==> src/verilog/yadan_pkg.sv <==
`default_nettype none

package yadan_pkg;

    localparam int XLEN       = 32;
    localparam int REG_ADDR_W = 5;
    localparam int NUM_REGS   = 32;

    // RV32I major opcodes, inst[6:0]
    typedef enum logic [6:0] {
        OP_LUI    = 7'b0110111,
        OP_AUIPC  = 7'b0010111,
        OP_JAL    = 7'b1101111,
        OP_JALR   = 7'b1100111,
        OP_BRANCH = 7'b1100011,
        OP_LOAD   = 7'b0000011,
        OP_STORE  = 7'b0100011,
        OP_IMM    = 7'b0010011,
        OP_REG    = 7'b0110011,
        OP_FENCE  = 7'b0001111
    } opcode_e;

    // operation handed to execute
    typedef enum logic [7:0] {
        EXE_NONE = 8'h00,
        EXE_ADD,
        EXE_SUB,
        EXE_SLT,
        EXE_SLTU,
        EXE_XOR,
        EXE_OR,
        EXE_AND,
        EXE_SLL,
        EXE_SRL,
        EXE_SRA,
        EXE_LUI,
        EXE_JAL,
        EXE_JALR,
        EXE_BEQ,
        EXE_BNE,
        EXE_BLT,
        EXE_BGE,
        EXE_BLTU,
        EXE_BGEU,
        EXE_LB,
        EXE_LH,
        EXE_LW,
        EXE_LBU,
        EXE_LHU,
        EXE_SB,
        EXE_SH,
        EXE_SW
    } aluop_e;

    typedef enum logic [2:0] {
        RES_NONE    = 3'd0,
        RES_LOGIC   = 3'd1,
        RES_SHIFT   = 3'd2,
        RES_ARITH   = 3'd3,
        RES_COMPARE = 3'd4,
        RES_BRANCH  = 3'd5,
        RES_LOAD    = 3'd6,
        RES_STORE   = 3'd7
    } alusel_e;

    // write-back seen from a later stage
    typedef struct packed {
        logic                  wreg;
        logic [REG_ADDR_W-1:0] wd;
        logic [XLEN-1:0]       wdata;
    } fwd_t;

    typedef struct packed {
        aluop_e                aluop;
        alusel_e               alusel;
        logic                  wreg;
        logic [REG_ADDR_W-1:0] reg_wd;
        logic                  reg1_read;
        logic                  reg2_read;
        logic [REG_ADDR_W-1:0] rs1;
        logic [REG_ADDR_W-1:0] rs2;
        logic [XLEN-1:0]       imm_1;  // used when reg1_read is low
        logic [XLEN-1:0]       imm_2;  // used when reg2_read is low
    } decode_t;

    // to execute stage
    typedef struct packed {
        logic [XLEN-1:0]       pc;
        logic [XLEN-1:0]       inst;
        aluop_e                aluop;
        alusel_e               alusel;
        logic [XLEN-1:0]       reg1;
        logic [XLEN-1:0]       reg2;
        logic [REG_ADDR_W-1:0] reg_wd;
        logic                  wreg;
    } id_out_t;

    function automatic logic is_load(aluop_e op);
        return op inside {EXE_LB, EXE_LH, EXE_LW, EXE_LBU, EXE_LHU};
    endfunction

endpackage

`default_nettype wire

==> src/verilog/id_decoder.sv <==
`default_nettype none

module id_decoder (
    input  logic [yadan_pkg::XLEN-1:0] inst_i,
    input  logic [yadan_pkg::XLEN-1:0] pc_i,
    input  logic                       flush_i,
    output yadan_pkg::decode_t         dec_o
);

    yadan_pkg::opcode_e               opcode;
    logic [2:0]                       funct3;
    logic [yadan_pkg::REG_ADDR_W-1:0] rd;
    logic [yadan_pkg::XLEN-1:0]       imm_itype;
    logic [yadan_pkg::XLEN-1:0]       imm_utype;
    logic [yadan_pkg::XLEN-1:0]       shamt;
    logic                             bubble;
    yadan_pkg::decode_t               dec;

    assign opcode    = yadan_pkg::opcode_e'(inst_i[6:0]);
    assign funct3    = inst_i[14:12];
    assign rd        = inst_i[11:7];
    assign imm_itype = {{(yadan_pkg::XLEN-12){inst_i[31]}}, inst_i[31:20]};
    assign imm_utype = {inst_i[31:12], 12'b0};
    assign shamt     = {{(yadan_pkg::XLEN-5){1'b0}}, inst_i[24:20]};

    always_comb begin
        dec        = '0;
        dec.aluop  = yadan_pkg::EXE_NONE;
        dec.alusel = yadan_pkg::RES_NONE;
        dec.reg_wd = rd;
        dec.rs1    = inst_i[19:15];
        dec.rs2    = inst_i[24:20];
        bubble     = 1'b0;

        case (opcode)
            yadan_pkg::OP_LUI: begin
                dec.wreg   = 1'b1;
                dec.aluop  = yadan_pkg::EXE_LUI;
                dec.alusel = yadan_pkg::RES_SHIFT;
                dec.imm_2  = imm_utype;
            end
            yadan_pkg::OP_AUIPC: begin
                dec.wreg   = 1'b1;
                dec.aluop  = yadan_pkg::EXE_ADD;
                dec.alusel = yadan_pkg::RES_ARITH;
                dec.imm_1  = pc_i;  // pc + upper imm
                dec.imm_2  = imm_utype;
            end
            yadan_pkg::OP_JAL: begin
                dec.wreg   = 1'b1;
                dec.aluop  = yadan_pkg::EXE_JAL;
                dec.alusel = yadan_pkg::RES_BRANCH;
            end
            yadan_pkg::OP_JALR: begin
                dec.wreg      = 1'b1;
                dec.aluop     = yadan_pkg::EXE_JALR;
                dec.alusel    = yadan_pkg::RES_BRANCH;
                dec.reg1_read = 1'b1;
            end
            yadan_pkg::OP_BRANCH: begin
                dec.reg1_read = 1'b1;
                dec.reg2_read = 1'b1;
                case (funct3)
                    3'b000:  dec.aluop = yadan_pkg::EXE_BEQ;
                    3'b001:  dec.aluop = yadan_pkg::EXE_BNE;
                    3'b100:  dec.aluop = yadan_pkg::EXE_BLT;
                    3'b101:  dec.aluop = yadan_pkg::EXE_BGE;
                    3'b110:  dec.aluop = yadan_pkg::EXE_BLTU;
                    3'b111:  dec.aluop = yadan_pkg::EXE_BGEU;
                    default: bubble    = 1'b1;
                endcase
            end
            yadan_pkg::OP_LOAD: begin
                dec.wreg      = 1'b1;
                dec.alusel    = yadan_pkg::RES_LOAD;
                dec.reg1_read = 1'b1;
                case (funct3)
                    3'b000:  dec.aluop = yadan_pkg::EXE_LB;
                    3'b001:  dec.aluop = yadan_pkg::EXE_LH;
                    3'b010:  dec.aluop = yadan_pkg::EXE_LW;
                    3'b100:  dec.aluop = yadan_pkg::EXE_LBU;
                    3'b101:  dec.aluop = yadan_pkg::EXE_LHU;
                    default: bubble    = 1'b1;
                endcase
            end
            yadan_pkg::OP_STORE: begin
                dec.alusel    = yadan_pkg::RES_STORE;
                dec.reg1_read = 1'b1;
                dec.reg2_read = 1'b1;  // store data
                case (funct3)
                    3'b000:  dec.aluop = yadan_pkg::EXE_SB;
                    3'b001:  dec.aluop = yadan_pkg::EXE_SH;
                    3'b010:  dec.aluop = yadan_pkg::EXE_SW;
                    default: bubble    = 1'b1;
                endcase
            end
            yadan_pkg::OP_IMM: begin
                dec.wreg      = 1'b1;
                dec.reg1_read = 1'b1;
                dec.imm_2     = imm_itype;
                case (funct3)
                    3'b000: {dec.aluop, dec.alusel} = {yadan_pkg::EXE_ADD, yadan_pkg::RES_ARITH};
                    3'b010: {dec.aluop, dec.alusel} = {yadan_pkg::EXE_SLT, yadan_pkg::RES_COMPARE};
                    3'b011: {dec.aluop, dec.alusel} = {yadan_pkg::EXE_SLTU, yadan_pkg::RES_COMPARE};
                    3'b100: {dec.aluop, dec.alusel} = {yadan_pkg::EXE_XOR, yadan_pkg::RES_LOGIC};
                    3'b110: {dec.aluop, dec.alusel} = {yadan_pkg::EXE_OR, yadan_pkg::RES_LOGIC};
                    3'b111: {dec.aluop, dec.alusel} = {yadan_pkg::EXE_AND, yadan_pkg::RES_LOGIC};
                    3'b001: begin
                        dec.aluop  = yadan_pkg::EXE_SLL;
                        dec.alusel = yadan_pkg::RES_SHIFT;
                        dec.imm_2  = shamt;
                    end
                    default: begin  // srli / srai
                        dec.aluop  = inst_i[30] ? yadan_pkg::EXE_SRA : yadan_pkg::EXE_SRL;
                        dec.alusel = yadan_pkg::RES_SHIFT;
                        dec.imm_2  = shamt;
                    end
                endcase
            end
            yadan_pkg::OP_REG: begin
                dec.wreg      = 1'b1;
                dec.reg1_read = 1'b1;
                dec.reg2_read = 1'b1;
                bubble        = inst_i[25];  // M extension not supported
                case (funct3)
                    3'b000: begin
                        dec.aluop  = inst_i[30] ? yadan_pkg::EXE_SUB : yadan_pkg::EXE_ADD;
                        dec.alusel = yadan_pkg::RES_ARITH;
                    end
                    3'b001: {dec.aluop, dec.alusel} = {yadan_pkg::EXE_SLL, yadan_pkg::RES_SHIFT};
                    3'b010: {dec.aluop, dec.alusel} = {yadan_pkg::EXE_SLT, yadan_pkg::RES_COMPARE};
                    3'b011: {dec.aluop, dec.alusel} = {yadan_pkg::EXE_SLTU, yadan_pkg::RES_COMPARE};
                    3'b100: {dec.aluop, dec.alusel} = {yadan_pkg::EXE_XOR, yadan_pkg::RES_LOGIC};
                    3'b110: {dec.aluop, dec.alusel} = {yadan_pkg::EXE_OR, yadan_pkg::RES_LOGIC};
                    3'b111: {dec.aluop, dec.alusel} = {yadan_pkg::EXE_AND, yadan_pkg::RES_LOGIC};
                    default: begin
                        dec.aluop  = inst_i[30] ? yadan_pkg::EXE_SRA : yadan_pkg::EXE_SRL;
                        dec.alusel = yadan_pkg::RES_SHIFT;
                    end
                endcase
            end
            default: bubble = 1'b1;  // fence and unknown opcodes
        endcase
    end

    // a taken branch in execute kills whatever sits here
    always_comb begin
        dec_o = dec;
        if (bubble || (flush_i && (inst_i != '0))) begin
            dec_o        = '0;
            dec_o.aluop  = yadan_pkg::EXE_NONE;
            dec_o.alusel = yadan_pkg::RES_NONE;
        end
    end

endmodule

`default_nettype wire

==> src/verilog/id_operand_sel.sv <==
`default_nettype none

module id_operand_sel (
    input  logic                             read_i,
    input  logic [yadan_pkg::REG_ADDR_W-1:0] addr_i,
    input  logic [yadan_pkg::XLEN-1:0]       imm_i,
    input  logic [yadan_pkg::XLEN-1:0]       rf_data_i,
    input  yadan_pkg::fwd_t                  ex_fwd_i,
    input  yadan_pkg::fwd_t                  mem_fwd_i,
    input  yadan_pkg::aluop_e                ex_aluop_i,
    output logic [yadan_pkg::XLEN-1:0]       operand_o,
    output logic                             load_hazard_o
);

    logic ex_hit;
    logic mem_hit;
    logic ex_is_load;

    assign ex_is_load = yadan_pkg::is_load(ex_aluop_i);
    assign ex_hit     = ex_fwd_i.wreg && (ex_fwd_i.wd == addr_i);
    assign mem_hit    = mem_fwd_i.wreg && (mem_fwd_i.wd == addr_i);

    always_comb begin
        operand_o     = imm_i;  // port not read
        load_hazard_o = 1'b0;
        if (read_i) begin
            if (ex_is_load && (ex_fwd_i.wd == addr_i)) begin
                // load data not there yet, hold decode
                load_hazard_o = 1'b1;
                operand_o     = '0;
            end else if (addr_i == '0) begin
                operand_o = '0;
            end else if (ex_hit) begin
                operand_o = ex_fwd_i.wdata;  // youngest wins
            end else if (mem_hit) begin
                operand_o = mem_fwd_i.wdata;
            end else begin
                operand_o = rf_data_i;
            end
        end
    end

endmodule

`default_nettype wire

==> src/verilog/id_regfile.sv <==
`default_nettype none

module id_regfile (
    input  logic                             clk,
    input  logic                             arst_n_i,
    input  logic                             we_i,
    input  logic [yadan_pkg::REG_ADDR_W-1:0] waddr_i,
    input  logic [yadan_pkg::XLEN-1:0]       wdata_i,
    input  logic [yadan_pkg::REG_ADDR_W-1:0] raddr1_i,
    input  logic [yadan_pkg::REG_ADDR_W-1:0] raddr2_i,
    output logic [yadan_pkg::XLEN-1:0]       rdata1_o,
    output logic [yadan_pkg::XLEN-1:0]       rdata2_o
);

    logic [yadan_pkg::XLEN-1:0] regs [yadan_pkg::NUM_REGS];

    always_ff @(posedge clk or negedge arst_n_i) begin
        if (!arst_n_i) begin
            for (int i = 0; i < yadan_pkg::NUM_REGS; i++) begin
                regs[i] <= '0;
            end
        end else if (we_i && (waddr_i != '0)) begin
            regs[waddr_i] <= wdata_i;  // x0 stays zero
        end
    end

    // no bypass, a write shows up one cycle later
    assign rdata1_o = (raddr1_i == '0) ? '0 : regs[raddr1_i];
    assign rdata2_o = (raddr2_i == '0) ? '0 : regs[raddr2_i];

endmodule

`default_nettype wire

==> src/verilog/id_stage.sv <==
`default_nettype none

module id_stage (
    input  logic                             clk,
    input  logic                             arst_n_i,
    input  logic [yadan_pkg::XLEN-1:0]       pc_i,
    input  logic [yadan_pkg::XLEN-1:0]       inst_i,
    input  yadan_pkg::fwd_t                  ex_fwd_i,
    input  yadan_pkg::aluop_e                ex_aluop_i,
    input  logic                             ex_branch_flag_i,
    input  yadan_pkg::fwd_t                  mem_fwd_i,
    input  logic                             wb_we_i,
    input  logic [yadan_pkg::REG_ADDR_W-1:0] wb_addr_i,
    input  logic [yadan_pkg::XLEN-1:0]       wb_data_i,
    output yadan_pkg::id_out_t               id_o,
    output logic                             stall_o
);

    yadan_pkg::decode_t         dec;
    logic [yadan_pkg::XLEN-1:0] rf_rdata1;
    logic [yadan_pkg::XLEN-1:0] rf_rdata2;
    logic [yadan_pkg::XLEN-1:0] reg1;
    logic [yadan_pkg::XLEN-1:0] reg2;
    logic                       hazard1;
    logic                       hazard2;

    id_decoder i_decoder (
        .inst_i  (inst_i),
        .pc_i    (pc_i),
        .flush_i (ex_branch_flag_i),
        .dec_o   (dec)
    );

    id_regfile i_regfile (
        .clk      (clk),
        .arst_n_i (arst_n_i),
        .we_i     (wb_we_i),
        .waddr_i  (wb_addr_i),
        .wdata_i  (wb_data_i),
        .raddr1_i (dec.rs1),
        .raddr2_i (dec.rs2),
        .rdata1_o (rf_rdata1),
        .rdata2_o (rf_rdata2)
    );

    id_operand_sel i_sel1 (
        .read_i        (dec.reg1_read),
        .addr_i        (dec.rs1),
        .imm_i         (dec.imm_1),
        .rf_data_i     (rf_rdata1),
        .ex_fwd_i      (ex_fwd_i),
        .mem_fwd_i     (mem_fwd_i),
        .ex_aluop_i    (ex_aluop_i),
        .operand_o     (reg1),
        .load_hazard_o (hazard1)
    );

    id_operand_sel i_sel2 (
        .read_i        (dec.reg2_read),
        .addr_i        (dec.rs2),
        .imm_i         (dec.imm_2),
        .rf_data_i     (rf_rdata2),
        .ex_fwd_i      (ex_fwd_i),
        .mem_fwd_i     (mem_fwd_i),
        .ex_aluop_i    (ex_aluop_i),
        .operand_o     (reg2),
        .load_hazard_o (hazard2)
    );

    assign stall_o = hazard1 | hazard2;

    always_comb begin
        id_o.pc     = pc_i;  // pc passes even on flush
        // zero inst is already zero, so the flag alone is enough here
        id_o.inst   = ex_branch_flag_i ? '0 : inst_i;
        id_o.aluop  = dec.aluop;
        id_o.alusel = dec.alusel;
        id_o.reg1   = reg1;
        id_o.reg2   = reg2;
        id_o.reg_wd = dec.reg_wd;
        id_o.wreg   = dec.wreg;
    end

endmodule

`default_nettype wire

==> config.mk <==
export PLATFORM = sky130hd
export DESIGN_NAME = id_stage
export DESIGN_NICKNAME = d
export VERILOG_FILES = /design/src/verilog/yadan_pkg.sv /design/src/verilog/id_decoder.sv /design/src/verilog/id_operand_sel.sv /design/src/verilog/id_regfile.sv /design/src/verilog/id_stage.sv
export SDC_FILE = /design/constraint.sdc
export NUM_CORES = 2
export LEC_CHECK = 0
export ABC_CLOCK_PERIOD_IN_PS = 15300
export BUFFER_PORTS_ARGS = -buffer_cell sky130_fd_sc_hd__buf_4
export CAP_MARGIN = 20
export CELL_PAD_IN_SITES_DETAIL_PLACEMENT = 0
export CELL_PAD_IN_SITES_GLOBAL_PLACEMENT = 1
export CORE_ASPECT_RATIO = 1.75
export CORE_UTILIZATION = 35
export DETAILED_ROUTE_END_ITERATION = 6
export PLACE_DENSITY_LB_ADDON = 0.2
export SETUP_SLACK_MARGIN = 0.2
export SLEW_MARGIN = 20
export SYNTH_ARGS = -nofsm -noshare
export SYNTH_HDL_FRONTEND = slang
export SYNTH_HIERARCHICAL = 1
export SYNTH_SLANG_ARGS = --single-unit
==> constraint.sdc <==
create_clock -name clk -period 15.3 [get_ports clk]
set_input_delay 3.06 -clock clk [delete_from_list [all_inputs] [get_ports clk]]
set_output_delay 3.06 -clock clk [all_outputs]
set_load 0.01 [all_outputs]
==> results.md <==
- In the detailed route, the total length drawn on met3 is 12,700 um.
- For this run, the top clock speed supported by timing is 82.6 MHz.
- The clock latency at the later pin of the worst-skew pair is 0.69 ns.
- The most common library cell in the layout ignoring fill and taps is sky130_fd_sc_hd__dfrtp_1.
- The detail route stage leaves a number of antenna-violating nets equal to 0.
- The count of buffers inserted at the top-level ports is 331.
- The tool flagged a number of max-cap violations equal to 0.
- The synthesized area divided by synthesized cell count is 14.1 sq um.
- STA classifies the critical path startpoint as an input port.
- The netlist area before placement is 0.0594 sq mm.
- The largest stage delay on the critical path is 0.79 ns.
- After floorplanning, the core was divided into 199 placement rows.
- After synthesis, the share of flip-flops with an asynchronous set or reset is 100%.
- The final period demand of the worst path is 12.11 ns.
- The number of setup violations in the final report is 0.
- The clock passes through at most 3 buffers.
- In this run the power density over the cells is 113 mW/mm^2.
- In this run, synthesis produced a sequential element count of 1,024.
- The sort of element at the end of the critical path is a primary output.
- The tree is rooted in a sky130_fd_sc_hd__clkbuf_16.
- The first element of the critical path is inst_i[13].
- The fraction of the yosys area taken by sequential cells is 43.1%.
- Setup repair after global routing left no endpoint under its margin.
- In the routed design, unresolved DRC markers number 0.
- The HPWL after detailed placement is 141,000 um.
- The leftover overflow at the end of global routing is 0.
- For this run, the leading register cell type out of synthesis is sky130_fd_sc_hd__dfrtp_1.
- The area occupied by multi-input gates is 0.0310 sq mm.
- Data on the critical path arrives at its endpoint at 9.05 ns.
- The critical path required time is 12.24 ns.
- The layout has 15,900 filler cells.
- The clock tree skew after final layout is 0 ns.
- Counting both buffers and inverters, the worst setup path holds a total of 5.
- The synthesized design contains 0 enable-type register cells.
- The gate count of the mapped netlist is 4,206.
- Cells with a size suffix above 1 make up 51.7% of the layout.
- In this run the horizontal extent of the chip is 313 um.
- Excluding fillers, the count of instances in the completed layout stands at 6,542.
- The max-slew violation count is 0.
- The detailed-route vias per instance is 6.07.
- The slowest stage of the critical path is the sky130_fd_sc_hd__a2111oi_0 cell.
- The growth of design area from synthesis to finish is 12.4%.
- Leaving out fill and tap cells, the most frequent cells in the layout are 1,024 x sky130_fd_sc_hd__dfrtp_1, 936 x sky130_fd_sc_hd__mux2_2, 473 x sky130_fd_sc_hd__mux4_2.
- The total number of yosys warnings is 6.
- The transition time at the pin with the least slew margin is 1.33 ns.
- The floorplan step defined a die boundary enclosing 0.171 sq mm.
- The length of the first detailed-routing pass in iterations is 5.
- The period utilization is 79.2%.
- The final layout contains routed wiring with a total length of 225,000 um.
- The wire length of the first global-routing pass is 322,000 um.
- Buffers inserted during clock tree synthesis total 97.
- The register with the most flip-flops in the layout has 1,024 of them.
- The number of antenna violations at the first check in global routing came to 22.
- On the critical path the largest part of the delay comes from simple AND/OR/NAND/NOR gates.
- In this run, the number of DRC markers left after iteration 0 of detailed routing was 3,098.
- The maximum level of the CTS H-tree is 3.
- After clock tree synthesis, the repair step resized 0 gates.
- The routed layout has 39,700 vias.
- The critical path in this run is classified as in -> out.
- In this run the tightest slew margin relative to its limit is 11.2%.
- In this run the most critical hold path is launched from i_regfile/regs[997].
- CTS saw 1,024 sinks.
- Ranked by flip-flop count, first place goes to i_regfile/regs.
- Counting tap cells, the placed design contains a total of 6,353 instances.
- The floorplan step defined a core boundary enclosing 0.168 sq mm.
- The detailed router used layers up to and including met5.
- The die height is 547 um.
- The combined global-route utilization of all metal layers is 26.2%.
- The path category of the worst min-delay check is reg -> reg.
- The flow ran to the end, and the final reports show no timing, DRC or antenna violations.
- The count of buffers added by post-CTS timing repair for setup is 0.
- The routed length per instance is 34.5 um.
- The sum of routed wire segments on met1 is 86,700 um.
- Counting distinct cell types in the post-synthesis netlist gives 73.
- Summed over all nets, wire length on met2 after detailed routing comes to 116,000 um.
- Summed over all failing endpoints, the final setup total negative slack is 0 ns.
- Summed over all cells, the static leakage comes to 26.9 nW.
- In the final layout, flip-flops and latches occupy 0.0256 sq mm.
- The dominant cell type by count on the critical path is sky130_fd_sc_hd__buf_4.
- The critical path goes through buf_4, nor4_2, nand4_1, o21ai_1, and3_2, buf_4, and2_4, buf_4, buf_4, or3b_2, o22ai_1, a2111oi_0, nor3_1, a21boi_0, a211oi_2, o32ai_2, buf_4.
- The total of hold buffers inserted after clock tree synthesis is 0.
- The final-report hold violation count is 0.
- TritonCTS built the clock tree.
- In this run the critical register-to-register path is launched from i_regfile/regs[376].
- Of all nets on the critical path, the largest fanout is 32.
- In this run the count of I/O pins placed on the die edge is 335.
- The net total in the final layout is 4,430.
- Routability-driven placement finished with a final weighted congestion of 0.945.
- In the final layout, the registers with the most flip-flops are i_regfile/regs: 1024 flops.
- The number of global-route vias before repair came to 42,400.
- The pin count of the biggest net entering global routing is 173.
- Clock-pin slew was measured on the worst setup and hold paths at 0.06 ns.
- The worst vdd rail ir drop is 0.0818 mV.
- For this configuration, the core starts out at a cell density of 35.3%.
==> stage by stage <==
step / total power, W / util [%] / worst slack [ns] / cell area [sq um] / hold slack [ns]
3_3_place_gp: 0.00489 / 37.6 / 3.04 / 63300 / 0.377
6_report: 0.00754 / 39.7 / 3.19 / 66800 / 0.401
3_5_place_dp: 0.00493 / 37.6 / 3.24 / 63300 / 0.385
4_1_cts: 0.00760 / 39.7 / 3.21 / 66800 / 0.402
5_1_grt: 0.00785 / 39.7 / 2.94 / 66800 / 0.409
2_1_floorplan: 0.00447 / - / 5.78 / 59400 / 0.441
==> cells by family after synthesis <==
kind of cell	count (synthesis)	synth area share, %
buf+inv	593	5.17
flops	1024	43.1
simple gates	409	3.69
other cells	1	0.00631
compound gates	509	7.78
mux	1650	39.9
xor+xnor	20	0.295
==> Yosys cell counts, types with 14 or more instances <==
cell | number | area share, %
sky130_fd_sc_hd__dfrtp_1 | 1024 | 43
sky130_fd_sc_hd__clkbuf_1 | 248 | 1.6
sky130_fd_sc_hd__nand2_1 | 48 | 0.30
sky130_fd_sc_hd__xor2_1 | 14 | 0.21
sky130_fd_sc_hd__a2111oi_0 | 55 | 0.81
sky130_fd_sc_hd__a211oi_2 | 60 | 1.3
sky130_fd_sc_hd__a21oi_1 | 35 | 0.29
sky130_fd_sc_hd__buf_2 | 93 | 0.78
sky130_fd_sc_hd__mux2_2 | 936 | 18
sky130_fd_sc_hd__mux2_1 | 93 | 1.8
sky130_fd_sc_hd__nor3_1 | 56 | 0.47
sky130_fd_sc_hd__nor2b_1 | 54 | 0.57
sky130_fd_sc_hd__buf_1 | 62 | 0.39
sky130_fd_sc_hd__a21boi_0 | 64 | 0.81
sky130_fd_sc_hd__mux2i_1 | 148 | 2.5
sky130_fd_sc_hd__buf_6 | 39 | 0.74
sky130_fd_sc_hd__a22o_1 | 48 | 0.71
sky130_fd_sc_hd__mux4_2 | 473 | 18
sky130_fd_sc_hd__o32ai_2 | 62 | 1.7
sky130_fd_sc_hd__inv_1 | 73 | 0.46
sky130_fd_sc_hd__and2_1 | 20 | 0.21
sky130_fd_sc_hd__and3_1 | 49 | 0.52
sky130_fd_sc_hd__buf_4 | 62 | 0.78
sky130_fd_sc_hd__o22ai_1 | 104 | 1.1
sky130_fd_sc_hd__nor2_1 | 107 | 0.68
==> where the power goes <==
group | internal (W) | switching (W) | total, W
Combinational | 0.000790 | 0.000477 | 0.00127
Clock | 0.00150 | 0.00115 | 0.00265
Sequential | 0.00322 | 0.000395 | 0.00362
Total | 0.00551 | 0.00203 | 0.00754
==> per-layer routing <==
layer  track usage (%)  vias to the layer above
met2              46.2                     1405
met5                 0                        -
met1              31.4                    21700
li1                  -                    16200
met4              11.0                       14
met3              4.02                      400
==> worst paths after layout <==
path,slack [ns],cells past startpoint,end
setup / recovery,3.19,17,id_o[15]
setup reg to reg,14.47,1,i_regfile/regs[376]
hold / removal,0.40,0,i_regfile/regs[997]
min in group asynchronous,2.40,1,i_regfile/regs[246]
max in group asynchronous,9.83,4,i_regfile/regs[324]
hold reg to reg,0.40,0,i_regfile/regs[997]
==> cell type report <==
| cell class | instances | area share [%] |
|---|---|---|
| Inverter | 74 | 0.416 |
| Clock inverter | 52 | 1.07 |
| Tap cell | 2211 | 4.14 |
| Antenna cell | 8 | 0.0300 |
| Sequential cell | 1024 | 38.4 |
| Clock buffer | 129 | 4.12 |
| Timing Repair Buffer | 453 | 5.43 |
| Multi-Input combinational cell | 2591 | 46.4 |
Note: power is estimated with default switching activity, not from simulation.
